`config.mk`:
```
export PLATFORM = sky130hd
export DESIGN_NAME = dual_core_top
export DESIGN_NICKNAME = d
export VERILOG_FILES = /design/src/core_pkg.sv /design/src/debug_axil.sv /design/src/dual_core_top.sv /design/src/flag_tracker.sv /design/src/issue_lane.sv /design/src/operand_forward.sv /design/src/regfile_2w.sv
export SDC_FILE = /design/constraint.sdc
export NUM_CORES = 1
export LEC_CHECK = 0
export BUFFER_PORTS_ARGS = -buffer_cell sky130_fd_sc_hd__buf_2
export CORE_MARGIN = 1.5
export CORE_UTILIZATION = 60
export DETAILED_ROUTE_END_ITERATION = 8
export PLACE_DENSITY = 0.78
export SYNTH_ARGS = -nofsm -noshare
export SYNTH_HDL_FRONTEND = slang
export SYNTH_SLANG_ARGS = --single-unit
```
`constraint.sdc`:
```
create_clock -name clk -period 3.5 [get_ports clk]
set_input_delay 0 -clock clk [delete_from_list [all_inputs] [get_ports clk]]
set_output_delay 0 -clock clk [all_outputs]
set_load 0.05 [all_outputs]
```
`src/core_pkg.sv`:
```
package core_pkg;

    // ------------------------------------------------
    // Data path
    // ------------------------------------------------
    localparam int WORD_W    = 16;
    localparam int REG_COUNT = 8;

    typedef logic [WORD_W-1:0]            word_t;
    typedef logic [15:0]                  instr_t;    // op[15:12] rd[11:9] rn[8:6] rm[5:3]
    typedef logic [$clog2(REG_COUNT)-1:0] reg_idx_t;

    typedef enum logic [3:0] {
        OP_NOP  = 4'h0,
        OP_MOVI = 4'h1,   // rd = zero-extended imm[7:0]
        OP_ADD  = 4'h2,
        OP_SUB  = 4'h3,
        OP_AND  = 4'h4,
        OP_OR   = 4'h5,
        OP_XOR  = 4'h6,
        OP_CMP  = 4'h7    // Flags only
    } opcode_t;

    typedef struct packed {
        logic n;
        logic z;
        logic v;
    } flags_t;

    // ------------------------------------------------
    // Debug port map
    // ------------------------------------------------
    localparam int DBG_ADDR_W = 8;
    localparam int DBG_DATA_W = 32;

    localparam logic [DBG_ADDR_W-1:0] DBG_REG_BASE = 8'h00;   // Register i at 4*i
    localparam logic [DBG_ADDR_W-1:0] DBG_FLAGS    = 8'h20;

    typedef logic [1:0] resp_t;

    localparam resp_t RESP_OKAY   = 2'b00;
    localparam resp_t RESP_SLVERR = 2'b10;

endpackage

```
`src/debug_axil.sv`:
```
module debug_axil import core_pkg::*; (
    input  logic                    clk,
    input  logic                    rst,
    input  logic [DBG_ADDR_W-1:0]   awaddr,
    input  logic                    awvalid,
    output logic                    awready,
    input  logic [DBG_DATA_W-1:0]   wdata,
    input  logic [DBG_DATA_W/8-1:0] wstrb,
    input  logic                    wvalid,
    output logic                    wready,
    output resp_t                   bresp,
    output logic                    bvalid,
    input  logic                    bready,
    input  logic [DBG_ADDR_W-1:0]   araddr,
    input  logic                    arvalid,
    output logic                    arready,
    output logic [DBG_DATA_W-1:0]   rdata,
    output resp_t                   rresp,
    output logic                    rvalid,
    input  logic                    rready,
    input  word_t                   reg_rd,
    input  flags_t                  flags,
    output logic                    reg_we,
    output reg_idx_t                reg_wa,
    output word_t                   reg_wd,
    output reg_idx_t                reg_ra
);

    localparam int IDX_LSB = 2;
    localparam int IDX_MSB = IDX_LSB + $bits(reg_idx_t) - 1;

    logic                  wr_ready;
    logic                  wr_hs;
    logic                  wr_ok;
    logic                  rd_busy;
    logic [DBG_ADDR_W-1:0] rd_addr;

    function automatic logic is_reg_addr(input logic [DBG_ADDR_W-1:0] a);
        return (a[DBG_ADDR_W-1:IDX_MSB+1] == DBG_REG_BASE[DBG_ADDR_W-1:IDX_MSB+1])
            && (a[IDX_LSB-1:0] == '0);
    endfunction

    // ------------------------------------------------
    // Write channel
    // ------------------------------------------------
    assign awready = wr_ready;
    assign wready  = wr_ready;
    assign wr_hs   = wr_ready && awvalid && wvalid;
    assign wr_ok   = is_reg_addr(awaddr) && (&wstrb[WORD_W/8-1:0]);   // Whole word only

    assign reg_we = wr_hs && wr_ok;
    assign reg_wa = awaddr[IDX_MSB:IDX_LSB];
    assign reg_wd = wdata[WORD_W-1:0];

    always_ff @(posedge clk) begin
        if (rst) begin
            wr_ready <= 1'b0;
            bvalid   <= 1'b0;
            bresp    <= RESP_OKAY;
        end else begin
            wr_ready <= awvalid && wvalid && !wr_ready && !bvalid;   // One-cycle pulse
            if (wr_hs) begin
                bvalid <= 1'b1;
                bresp  <= wr_ok ? RESP_OKAY : RESP_SLVERR;
            end else if (bready) begin
                bvalid <= 1'b0;
            end
        end
    end

    // ------------------------------------------------
    // Read channel
    // ------------------------------------------------
    assign arready = !rd_busy && !rvalid;
    assign reg_ra  = rd_addr[IDX_MSB:IDX_LSB];

    always_ff @(posedge clk) begin
        if (rst) begin
            rd_busy <= 1'b0;
            rvalid  <= 1'b0;
        end else begin
            rd_busy <= arvalid && arready;
            if (rd_busy) begin
                rvalid <= 1'b1;
            end else if (rready) begin
                rvalid <= 1'b0;
            end
        end
    end

    always_ff @(posedge clk) begin
        if (arvalid && arready) begin
            rd_addr <= araddr;
        end
        // Sampled one cycle after accept, from the latched address
        if (rd_busy) begin
            if (is_reg_addr(rd_addr)) begin
                rdata <= {{(DBG_DATA_W - WORD_W){1'b0}}, reg_rd};
                rresp <= RESP_OKAY;
            end else if (rd_addr == DBG_FLAGS) begin
                rdata <= {{(DBG_DATA_W - $bits(flags_t)){1'b0}}, flags};
                rresp <= RESP_OKAY;
            end else begin
                rdata <= '0;
                rresp <= RESP_SLVERR;
            end
        end
    end

endmodule

```
`src/dual_core_top.sv`:
```
module dual_core_top import core_pkg::*; (
    input  logic                    clk,
    input  logic                    rst,
    input  logic                    issue_valid,
    input  instr_t                  instr0,
    input  instr_t                  instr1,
    input  logic [DBG_ADDR_W-1:0]   awaddr,
    input  logic                    awvalid,
    output logic                    awready,
    input  logic [DBG_DATA_W-1:0]   wdata,
    input  logic [DBG_DATA_W/8-1:0] wstrb,
    input  logic                    wvalid,
    output logic                    wready,
    output resp_t                   bresp,
    output logic                    bvalid,
    input  logic                    bready,
    input  logic [DBG_ADDR_W-1:0]   araddr,
    input  logic                    arvalid,
    output logic                    arready,
    output logic [DBG_DATA_W-1:0]   rdata,
    output resp_t                   rresp,
    output logic                    rvalid,
    input  logic                    rready
);

    // Operand slots: 0 lane0 rn, 1 lane0 rm, 2 lane1 rn, 3 lane1 rm
    reg_idx_t   src_idx [4];
    word_t      src_reg [4];
    word_t      src_val [4];

    // ------------------------------------------------
    // Per-lane stage results, indexed by lane
    // ------------------------------------------------
    word_t      ex_result [2];
    word_t      ps_result [2];
    word_t      wb_result [2];
    reg_idx_t   ex_rd [2];
    reg_idx_t   ps_rd [2];
    reg_idx_t   wb_rd [2];
    logic [1:0] ex_we;
    logic [1:0] ps_we;
    logic [1:0] wb_we;
    flags_t     wb_flags [2];
    logic [1:0] wb_flags_set;

    // Debug side of the register file and flags
    logic       reg_we;
    reg_idx_t   reg_wa;
    word_t      reg_wd;
    reg_idx_t   reg_ra;
    word_t      reg_rd;
    flags_t     flags;

    issue_lane lane0 (
        .clk (clk), .rst (rst), .valid_in (issue_valid), .instr (instr0),
        .rn_val (src_val[0]), .rm_val (src_val[1]),
        .rn_idx (src_idx[0]), .rm_idx (src_idx[1]),
        .ex_result (ex_result[0]), .ex_rd (ex_rd[0]), .ex_we (ex_we[0]),
        .ps_result (ps_result[0]), .ps_rd (ps_rd[0]), .ps_we (ps_we[0]),
        .wb_result (wb_result[0]), .wb_rd (wb_rd[0]), .wb_we (wb_we[0]),
        .wb_flags (wb_flags[0]), .wb_flags_set (wb_flags_set[0])
    );

    issue_lane lane1 (
        .clk (clk), .rst (rst), .valid_in (issue_valid), .instr (instr1),
        .rn_val (src_val[2]), .rm_val (src_val[3]),
        .rn_idx (src_idx[2]), .rm_idx (src_idx[3]),
        .ex_result (ex_result[1]), .ex_rd (ex_rd[1]), .ex_we (ex_we[1]),
        .ps_result (ps_result[1]), .ps_rd (ps_rd[1]), .ps_we (ps_we[1]),
        .wb_result (wb_result[1]), .wb_rd (wb_rd[1]), .wb_we (wb_we[1]),
        .wb_flags (wb_flags[1]), .wb_flags_set (wb_flags_set[1])
    );

    // Same candidate set for every operand slot
    for (genvar g = 0; g < 4; g++) begin : g_fwd
        operand_forward u_fwd (
            .idx (src_idx[g]), .reg_val (src_reg[g]),
            .ex1_val (ex_result[1]), .ex1_rd (ex_rd[1]), .ex1_we (ex_we[1]),
            .ex0_val (ex_result[0]), .ex0_rd (ex_rd[0]), .ex0_we (ex_we[0]),
            .ps1_val (ps_result[1]), .ps1_rd (ps_rd[1]), .ps1_we (ps_we[1]),
            .ps0_val (ps_result[0]), .ps0_rd (ps_rd[0]), .ps0_we (ps_we[0]),
            .wb1_val (wb_result[1]), .wb1_rd (wb_rd[1]), .wb1_we (wb_we[1]),
            .wb0_val (wb_result[0]), .wb0_rd (wb_rd[0]), .wb0_we (wb_we[0]),
            .value (src_val[g])
        );
    end

    regfile_2w u_regfile (
        .clk (clk), .rst (rst),
        .rd_idx0a (src_idx[0]), .rd_idx0b (src_idx[1]),
        .rd_idx1a (src_idx[2]), .rd_idx1b (src_idx[3]),
        .rd_val0a (src_reg[0]), .rd_val0b (src_reg[1]),
        .rd_val1a (src_reg[2]), .rd_val1b (src_reg[3]),
        .we0 (wb_we[0]), .wa0 (wb_rd[0]), .wd0 (wb_result[0]),
        .we1 (wb_we[1]), .wa1 (wb_rd[1]), .wd1 (wb_result[1]),
        .dbg_we (reg_we), .dbg_wa (reg_wa), .dbg_wd (reg_wd),
        .dbg_ra (reg_ra), .dbg_rd (reg_rd)
    );

    flag_tracker u_flags (
        .clk (clk), .rst (rst),
        .set0 (wb_flags_set[0]), .flags0 (wb_flags[0]),
        .set1 (wb_flags_set[1]), .flags1 (wb_flags[1]),
        .flags (flags)
    );

    // AXI4-Lite ports and the debug nets share names with the block
    debug_axil u_debug (.*);

endmodule

```
`src/flag_tracker.sv`:
```
module flag_tracker import core_pkg::*; (
    input  logic   clk,
    input  logic   rst,
    input  logic   set0,
    input  flags_t flags0,
    input  logic   set1,
    input  flags_t flags1,
    output flags_t flags
);

    // Lane 1 holds the younger instruction of a pair
    always_ff @(posedge clk) begin
        if (rst) begin
            flags <= '0;
        end else if (set1) begin
            flags <= flags1;
        end else if (set0) begin
            flags <= flags0;
        end
    end

endmodule

```
`src/issue_lane.sv`:
```
module issue_lane import core_pkg::*; (
    input  logic     clk,
    input  logic     rst,
    input  logic     valid_in,
    input  instr_t   instr,
    input  word_t    rn_val,
    input  word_t    rm_val,
    output reg_idx_t rn_idx,
    output reg_idx_t rm_idx,
    output word_t    ex_result,
    output word_t    ps_result,
    output word_t    wb_result,
    output reg_idx_t ex_rd,
    output reg_idx_t ps_rd,
    output reg_idx_t wb_rd,
    output logic     ex_we,
    output logic     ps_we,
    output logic     wb_we,
    output flags_t   wb_flags,
    output logic     wb_flags_set
);

    localparam int MSB = WORD_W - 1;

    logic    d_valid;
    instr_t  d_instr;
    opcode_t d_op;
    logic    d_we;
    logic    d_fset;

    opcode_t e_op;
    word_t   e_a;
    word_t   e_b;
    logic    e_fset;
    word_t   sum;
    word_t   diff;
    flags_t  alu_flags;

    logic    ps_fset;
    flags_t  ps_flags;

    // ------------------------------------------------
    // Decode and register read
    // ------------------------------------------------
    always_ff @(posedge clk) begin
        if (rst) begin
            d_valid <= 1'b0;
        end else begin
            d_valid <= valid_in;
        end
    end

    always_ff @(posedge clk) begin
        d_instr <= instr;
    end

    assign d_op   = opcode_t'(d_instr[15:12]);
    assign rn_idx = d_instr[8:6];
    assign rm_idx = d_instr[5:3];

    always_comb begin
        d_we   = 1'b0;
        d_fset = 1'b0;
        case (d_op)
            OP_MOVI, OP_AND, OP_OR, OP_XOR: d_we = d_valid;
            OP_ADD, OP_SUB: begin
                d_we   = d_valid;
                d_fset = d_valid;
            end
            OP_CMP:  d_fset = d_valid;
            default: ;   // NOP and spare opcodes
        endcase
    end

    // ------------------------------------------------
    // Execute
    // ------------------------------------------------
    always_ff @(posedge clk) begin
        if (rst) begin
            ex_we  <= 1'b0;
            e_fset <= 1'b0;
        end else begin
            ex_we  <= d_we;
            e_fset <= d_fset;
        end
    end

    always_ff @(posedge clk) begin
        e_op  <= d_op;
        ex_rd <= d_instr[11:9];
        e_a   <= rn_val;
        e_b   <= (d_op == OP_MOVI) ? {{(WORD_W - 8){1'b0}}, d_instr[7:0]} : rm_val;
    end

    assign sum  = e_a + e_b;
    assign diff = e_a - e_b;

    always_comb begin
        ex_result   = e_b;   // MOVI passes the immediate
        alu_flags.v = 1'b0;
        case (e_op)
            OP_ADD: begin
                ex_result   = sum;
                alu_flags.v = (e_a[MSB] == e_b[MSB]) && (sum[MSB] != e_a[MSB]);
            end
            OP_SUB, OP_CMP: begin
                ex_result   = diff;
                alu_flags.v = (e_a[MSB] != e_b[MSB]) && (diff[MSB] != e_a[MSB]);
            end
            OP_AND:  ex_result = e_a & e_b;
            OP_OR:   ex_result = e_a | e_b;
            OP_XOR:  ex_result = e_a ^ e_b;
            default: ;
        endcase
        alu_flags.n = ex_result[MSB];
        alu_flags.z = (ex_result == '0);
    end

    // ------------------------------------------------
    // Pass and writeback
    // ------------------------------------------------
    always_ff @(posedge clk) begin
        if (rst) begin
            ps_we        <= 1'b0;
            ps_fset      <= 1'b0;
            wb_we        <= 1'b0;
            wb_flags_set <= 1'b0;
        end else begin
            ps_we        <= ex_we;
            ps_fset      <= e_fset;
            wb_we        <= ps_we;
            wb_flags_set <= ps_fset;
        end
    end

    always_ff @(posedge clk) begin
        ps_result <= ex_result;
        ps_rd     <= ex_rd;
        ps_flags  <= alu_flags;
        wb_result <= ps_result;
        wb_rd     <= ps_rd;
        wb_flags  <= ps_flags;
    end

endmodule

```
`src/operand_forward.sv`:
```
module operand_forward import core_pkg::*; (
    input  reg_idx_t idx,
    input  word_t    reg_val,
    input  word_t    ex1_val,
    input  reg_idx_t ex1_rd,
    input  logic     ex1_we,
    input  word_t    ex0_val,
    input  reg_idx_t ex0_rd,
    input  logic     ex0_we,
    input  word_t    ps1_val,
    input  reg_idx_t ps1_rd,
    input  logic     ps1_we,
    input  word_t    ps0_val,
    input  reg_idx_t ps0_rd,
    input  logic     ps0_we,
    input  word_t    wb1_val,
    input  reg_idx_t wb1_rd,
    input  logic     wb1_we,
    input  word_t    wb0_val,
    input  reg_idx_t wb0_rd,
    input  logic     wb0_we,
    output word_t    value
);

    localparam int N_CAND = 6;

    word_t             cand_val [N_CAND];
    reg_idx_t          cand_rd  [N_CAND];
    logic [N_CAND-1:0] cand_we;

    // Entry 0 is the newest result
    assign cand_val = '{ex1_val, ex0_val, ps1_val, ps0_val, wb1_val, wb0_val};
    assign cand_rd  = '{ex1_rd, ex0_rd, ps1_rd, ps0_rd, wb1_rd, wb0_rd};
    assign cand_we  = {wb0_we, wb1_we, ps0_we, ps1_we, ex0_we, ex1_we};

    always_comb begin
        value = reg_val;
        // Walk oldest to newest so the newest match lands last
        for (int i = N_CAND - 1; i >= 0; i--) begin
            if (cand_we[i] && cand_rd[i] == idx) begin
                value = cand_val[i];
            end
        end
    end

endmodule

```
`src/regfile_2w.sv`:
```
module regfile_2w import core_pkg::*; (
    input  logic     clk,
    input  logic     rst,
    input  reg_idx_t rd_idx0a,
    input  reg_idx_t rd_idx0b,
    input  reg_idx_t rd_idx1a,
    input  reg_idx_t rd_idx1b,
    output word_t    rd_val0a,
    output word_t    rd_val0b,
    output word_t    rd_val1a,
    output word_t    rd_val1b,
    input  logic     we0,
    input  reg_idx_t wa0,
    input  word_t    wd0,
    input  logic     we1,
    input  reg_idx_t wa1,
    input  word_t    wd1,
    input  logic     dbg_we,
    input  reg_idx_t dbg_wa,
    input  word_t    dbg_wd,
    input  reg_idx_t dbg_ra,
    output word_t    dbg_rd
);

    word_t regs [REG_COUNT];

    always_ff @(posedge clk) begin
        if (rst) begin
            for (int i = 0; i < REG_COUNT; i++) begin
                regs[i] <= '0;
            end
        end else begin
            // Last write wins, so lane 1 beats lane 0 beats debug
            if (dbg_we) begin
                regs[dbg_wa] <= dbg_wd;
            end
            if (we0) begin
                regs[wa0] <= wd0;
            end
            if (we1) begin
                regs[wa1] <= wd1;
            end
        end
    end

    assign rd_val0a = regs[rd_idx0a];
    assign rd_val0b = regs[rd_idx0b];
    assign rd_val1a = regs[rd_idx1a];
    assign rd_val1b = regs[rd_idx1b];
    assign dbg_rd   = regs[dbg_ra];

endmodule

```
After elaboration in Yosys (flattened, before gate mapping)
Memories as Yosys holds them, arrays and structs flattened. A register that Yosys moved wholly into a read port is not among the register bits. Cells that the tools add are included.

Input bits: 92. Register bits after elaboration: 262. Memory bits (writable): 128. Memories: 1. Output and inout bits: 41.

Memory list: u_regfile.regs (depth 8, bits a word 16, rd ports 5, clocked after memory_dff 5, write ports 8, RTL line regfile_2w.sv:25) `word_t regs [REG_COUNT];`.

Equal/unequal tests: 59. Multiplexer cells: 61. $add $sub $neg: 4. Reduce and logical (&&, ||, !) cells: 66. Bitwise logic cells: 10.

Operators by type and width (number): $mux W16 (28); $pmux W16 S5 (2); $eq A3 B3 Y1 (24); $eq A4 B3 Y1 const B (16); $reduce_or A16 Y1 (3); $logic_and A1 B1 Y1 (39); $add A16 B16 Y16 (2); $and A16 B16 Y16 (2); $eq A4 B2 Y1 const B (8); $logic_not A16 Y1 (2); $or A16 B16 Y16 (2); $sub A16 B16 Y16 (2); $xor A16 B16 Y16 (2); $mux W3 (7); $mux W1 (18); $mux W8 (2); $reduce_or A2 Y1 (6); $reduce_or A6 Y1 (2); $eq A4 B1 Y1 const B (2); $eq A8 B6 Y1 const B (1); $logic_not A3 Y1 (2); $ne A1 B1 Y1 (6); $reduce_bool A2 Y1 (3); $reduce_or A3 Y1 (2); 7 further kinds (17).

Logic depth before layout (Yosys ltp)
Depth after elaboration: 9. Gate-level depth with buffers: 13. Gate-level depth less buffers: 13.

Cells and area by module
From an unflattened synthesis, not the netlist that was laid out.

Cells, all modules: 3351. Area total of the unflattened synthesis: 30958.4 µm².

Modules (own cells, without submodules): regfile_2w (cells an instance 1175, instances 1, seq. area each 3843.7 µm², area each 13148.9 µm²); operand_forward (cells an instance 246, instances 4, seq. area each 0.0 µm², area each 1539.0 µm²); issue_lane at lane1 (cells an instance 534, instances 1, seq. area each 2082.0 µm², area each 5068.6 µm²); issue_lane at lane0 (cells an instance 528, instances 1, seq. area each 2082.0 µm², area each 5016.1 µm²); debug_axil (cells an instance 117, instances 1, seq. area each 850.8 µm², area each 1433.9 µm²); flag_tracker (cells an instance 13, instances 1, seq. area each 60.1 µm², area each 135.1 µm²).

Worst setup path before layout
Ideal clock, no wire load.

Path type: register to register. Start: register u_debug.wr_ready, in the netlist u_debug.awready. End: memory u_regfile.regs[0][0] (netlist bit) (enable). Setup slack: 312 ps. Setup time: 415 ps. Period minus slack after synthesis: 3188 ps. Arrival time: 2773 ps. Data required time: 3085 ps. Path buffers: 1. Stages on the path, launching flop included: 6. Path through: dfxtp_1 > and3_1 > nand3_1 > or3_1 > clkbuf_1 > o31ai_1.

RTL lines: start: declaration (RTL line debug_axil.sv:32) `logic wr_ready;`; start signal: assignment (RTL line debug_axil.sv:61) `wr_ready <= awvalid && wvalid && !wr_ready && !bvalid;`; end: declaration (RTL line regfile_2w.sv:25).

==> results.cfg <==
[run_status]
status = finished clean

[cts]
cts.path.max_buffers = 3
root_buffer = clkbuf_16
cts_buffers = 41
cts_sinks = 371
tritoncts = done
clk_pin_slew_ps = 70
clkLatencyLatePin_ps = 590
htree_num_levels = 2

[hold_path]
min_path_cells = 2
hold_class = in -> reg

[critical_path]
cp_data_required_time_ps = 3990
crit_family = compound AO/OA/AOI/OAI gates
path_buf_inv = 3
critPathMaxStageDelay_ps = 510
cp_cell_sequence = inv_1 -> ha_1 -> buf_4 -> nand2b_1 -> a221oi_2 -> o41a_1 -> buf_4 -> mux2i_1 -> nor2_1 -> a211oi_2 -> a21oi_2 -> or4_1 -> nor4_2
timing_worst_setup_path_type = reg -> reg
worst_setup_path_start_kind = flop
cp-end-kind = flop
r2r_cells = 13
critPathMostFrequentCell = buf_4
crit_slowest_cell = or4_1
cp_max_fo = 5
crit_arrival_ps = 3910
cp.depth = 13

[routing]
drc = 0
drt_pass1_iterations = 7
vias_per_cell = 7.032
drt-total-wl_mm = 93.32
drt_first_iter_violations = 3227
vias = 25063
final_antenna_net_count = 0
wire_per_inst_um = 26.18

[sta]
fin_tns_setup_ps = 0
setup_violations = 0
finalMaxSlewViolations = 0
finalHoldViolCount = 0
skew_ps = 38.43
min_period_ps = 3415
slew_headroom_pct = 15.56
fmax_mhz = 292.8
tightest_slew_ps = 1265
fin_crit_sh_pct = 97.57
grt_setup_unrepaired = true

[logic_synthesis]
syn_inst = 2853
synth.ff_latch_count = 371
synth_top_area_share_pct = 17.32
synthFlopType = dfxtp_1
synth_common_cells = nand2_1 (262), o21ai_0 (232), a21oi_1 (223), dfxtp_1 (218), clkbuf_1 (194)
synth_warnings = 0
yosysSeqAreaShare_pct = 33.77
synthDistinctLibCells = 85
avgSynthCellArea_um2 = 9.300
syn_area_mm2 = 0.02653
synth_edf_count = 153
synthArstFlopShare_pct = 0
synthTopCellsByArea = edfxtp_1 (17%), dfxtp_1 (16%), mux4_2 (14%), ha_1 (4.7%), o21ai_0 (4.4%)
yosysMostFrequentCell = nand2_1
synth_area_leader_cell = edfxtp_1

[global_routing]
grt_pass1_wl_mm = 142.9
grt_start_max_net_pins = 40
grt-ovfl-total = 0
antenna_found_initial = 2
gr-usage-all-layers_pct = 41.14
grt_pass1_vias = 23951

[flow_run]
drv_cap = 0

[floorplanning]
coreArea_mm2 = 0.04336
dieArea_mm2 = 0.04549
die_w_um = 213.3
initial_core_util_pct = 61.19
pin_count = 133
die_height_um = 213.3
num_rows = 76

[power]
p_leak_nw = 11.51
irDropWorstVdd_uv = 471.1
power_mw = 13.53
powerDensity_mw_per_mm2 = 448.9

[cells_and_area]
layout-drive-gt1-share_pct = 19.41
final_nets = 3144
multiInputGateArea_mm2 = 0.01625
syn_to_final_growth_pct = 13.57
register_area_mm2 = 0.008971
nFillCells = 3312

[placed_design]
place_congestion = 1.023
io_buffers = 96
place_hpwl_mm = 68.35
## per-layer routing
layer / GRT usage [%] / up-vias / wire length, um
met1: 53.85 / 11826 / 34410
met4: 23.48 / 2 / 5598
met2: 64.83 / 1968 / 42510
met3: 6.825 / 350 / 10780
li1: - / 10917 / -
met5: 0 / - / 19
## path summary, 6_finish.rpt
check | from | to | slack (ps)
worst max-delay path | lane1.e_b[2] | lane1.ps_flags[1] | 90
worst min-delay path | instr1[1] | lane1.d_instr[1] | 50
worst max register to register | lane1.e_b[2] | lane1.ps_flags[1] | 90
worst min register to register | lane1.d_instr[11] | lane1.ex_rd[2] | 330
## power breakdown
group	switching [mW]	total, mW	internal (mW)	leakage (nW)
clock network	1.90	4.39	2.49	0.653
registers	0.783	5.66	4.88	3.38
logic	1.99	3.48	1.48	7.48
total	4.68	13.5	8.85	11.5
## flip-flops by register name (all words and copies together) (netlist names), 8 cells and up, named ones only
signal           cells
lane0.d_instr       16
lane0.e_a           16
lane0.e_b           16
lane0.ps_result     15
lane0.wb_result     15
lane1.d_instr       16
lane1.e_a           16
lane1.e_b           16
lane1.ps_result     15
lane1.wb_result     15
u_debug.rd_addr      8
u_debug.rdata       16
u_regfile.regs     128
## kinds of logic (layout without fill, tap and decap cells)
group                      count (synthesis)  in the layout  share of synthesized area [%]
buffers and inverters                    404            512                          6.164
muxes                                    273            273                          17.93
other                                      1             19                        0.01413
adders and majority gates                104            104                          5.018
AOI/OAI and AO/OA                        933            933                          22.53
xor gates and xnor gates                  81             81                          2.674
and+or+nand+nor                          686            686                          11.91
DFF                                      371            371                          33.77
## layout make-up
cell class / instances / share of cell area (%)
clock inverters: 20 / 0.5938
multi-input cells: 2095 / 53.93
inverters: 115 / 1.433
clock buffers: 53 / 3.824
repair buffers: 324 / 8.006
well taps: 585 / 2.429
flip-flops and latches: 371 / 29.77
diodes: 1 / 0.008305
## layout by cell type (no fill, tap or decap), types with 114 or more instances in the layout
cell,instances
nand2_1,262
o21ai_0,226
a21oi_1,222
dfxtp_1,208
nor2_1,190
mux4_2,161
buf_4,160
edfxtp_1,153
a22oi_1,123
inv_1,114
## stage by stage
step	hold WS, ps	util (%)	area (um^2)	std cells	setup WS [ps]
floorplan	27.72	-	26600	2870	312.2
global placement	101.9	64.72	28070	3425	68.82
detailed placement	103.6	64.72	28070	3425	52.81
CTS	34.77	69.25	30030	3561	26.51
global route	59.56	69.49	30130	3563	-49.24
finish	51.58	69.49	30130	3564	85.05
## what timing repair did
action | 4_1_cts | 5_1_grt
setup endpoints to repair | 0 | 22
setup buffers | 0 | 2
hold buffers | 63 | 0
resized for setup | 0 | 18
hold endpoints to repair | 171 | 0
No activity file was read; power rests on OpenSTA's default activity.
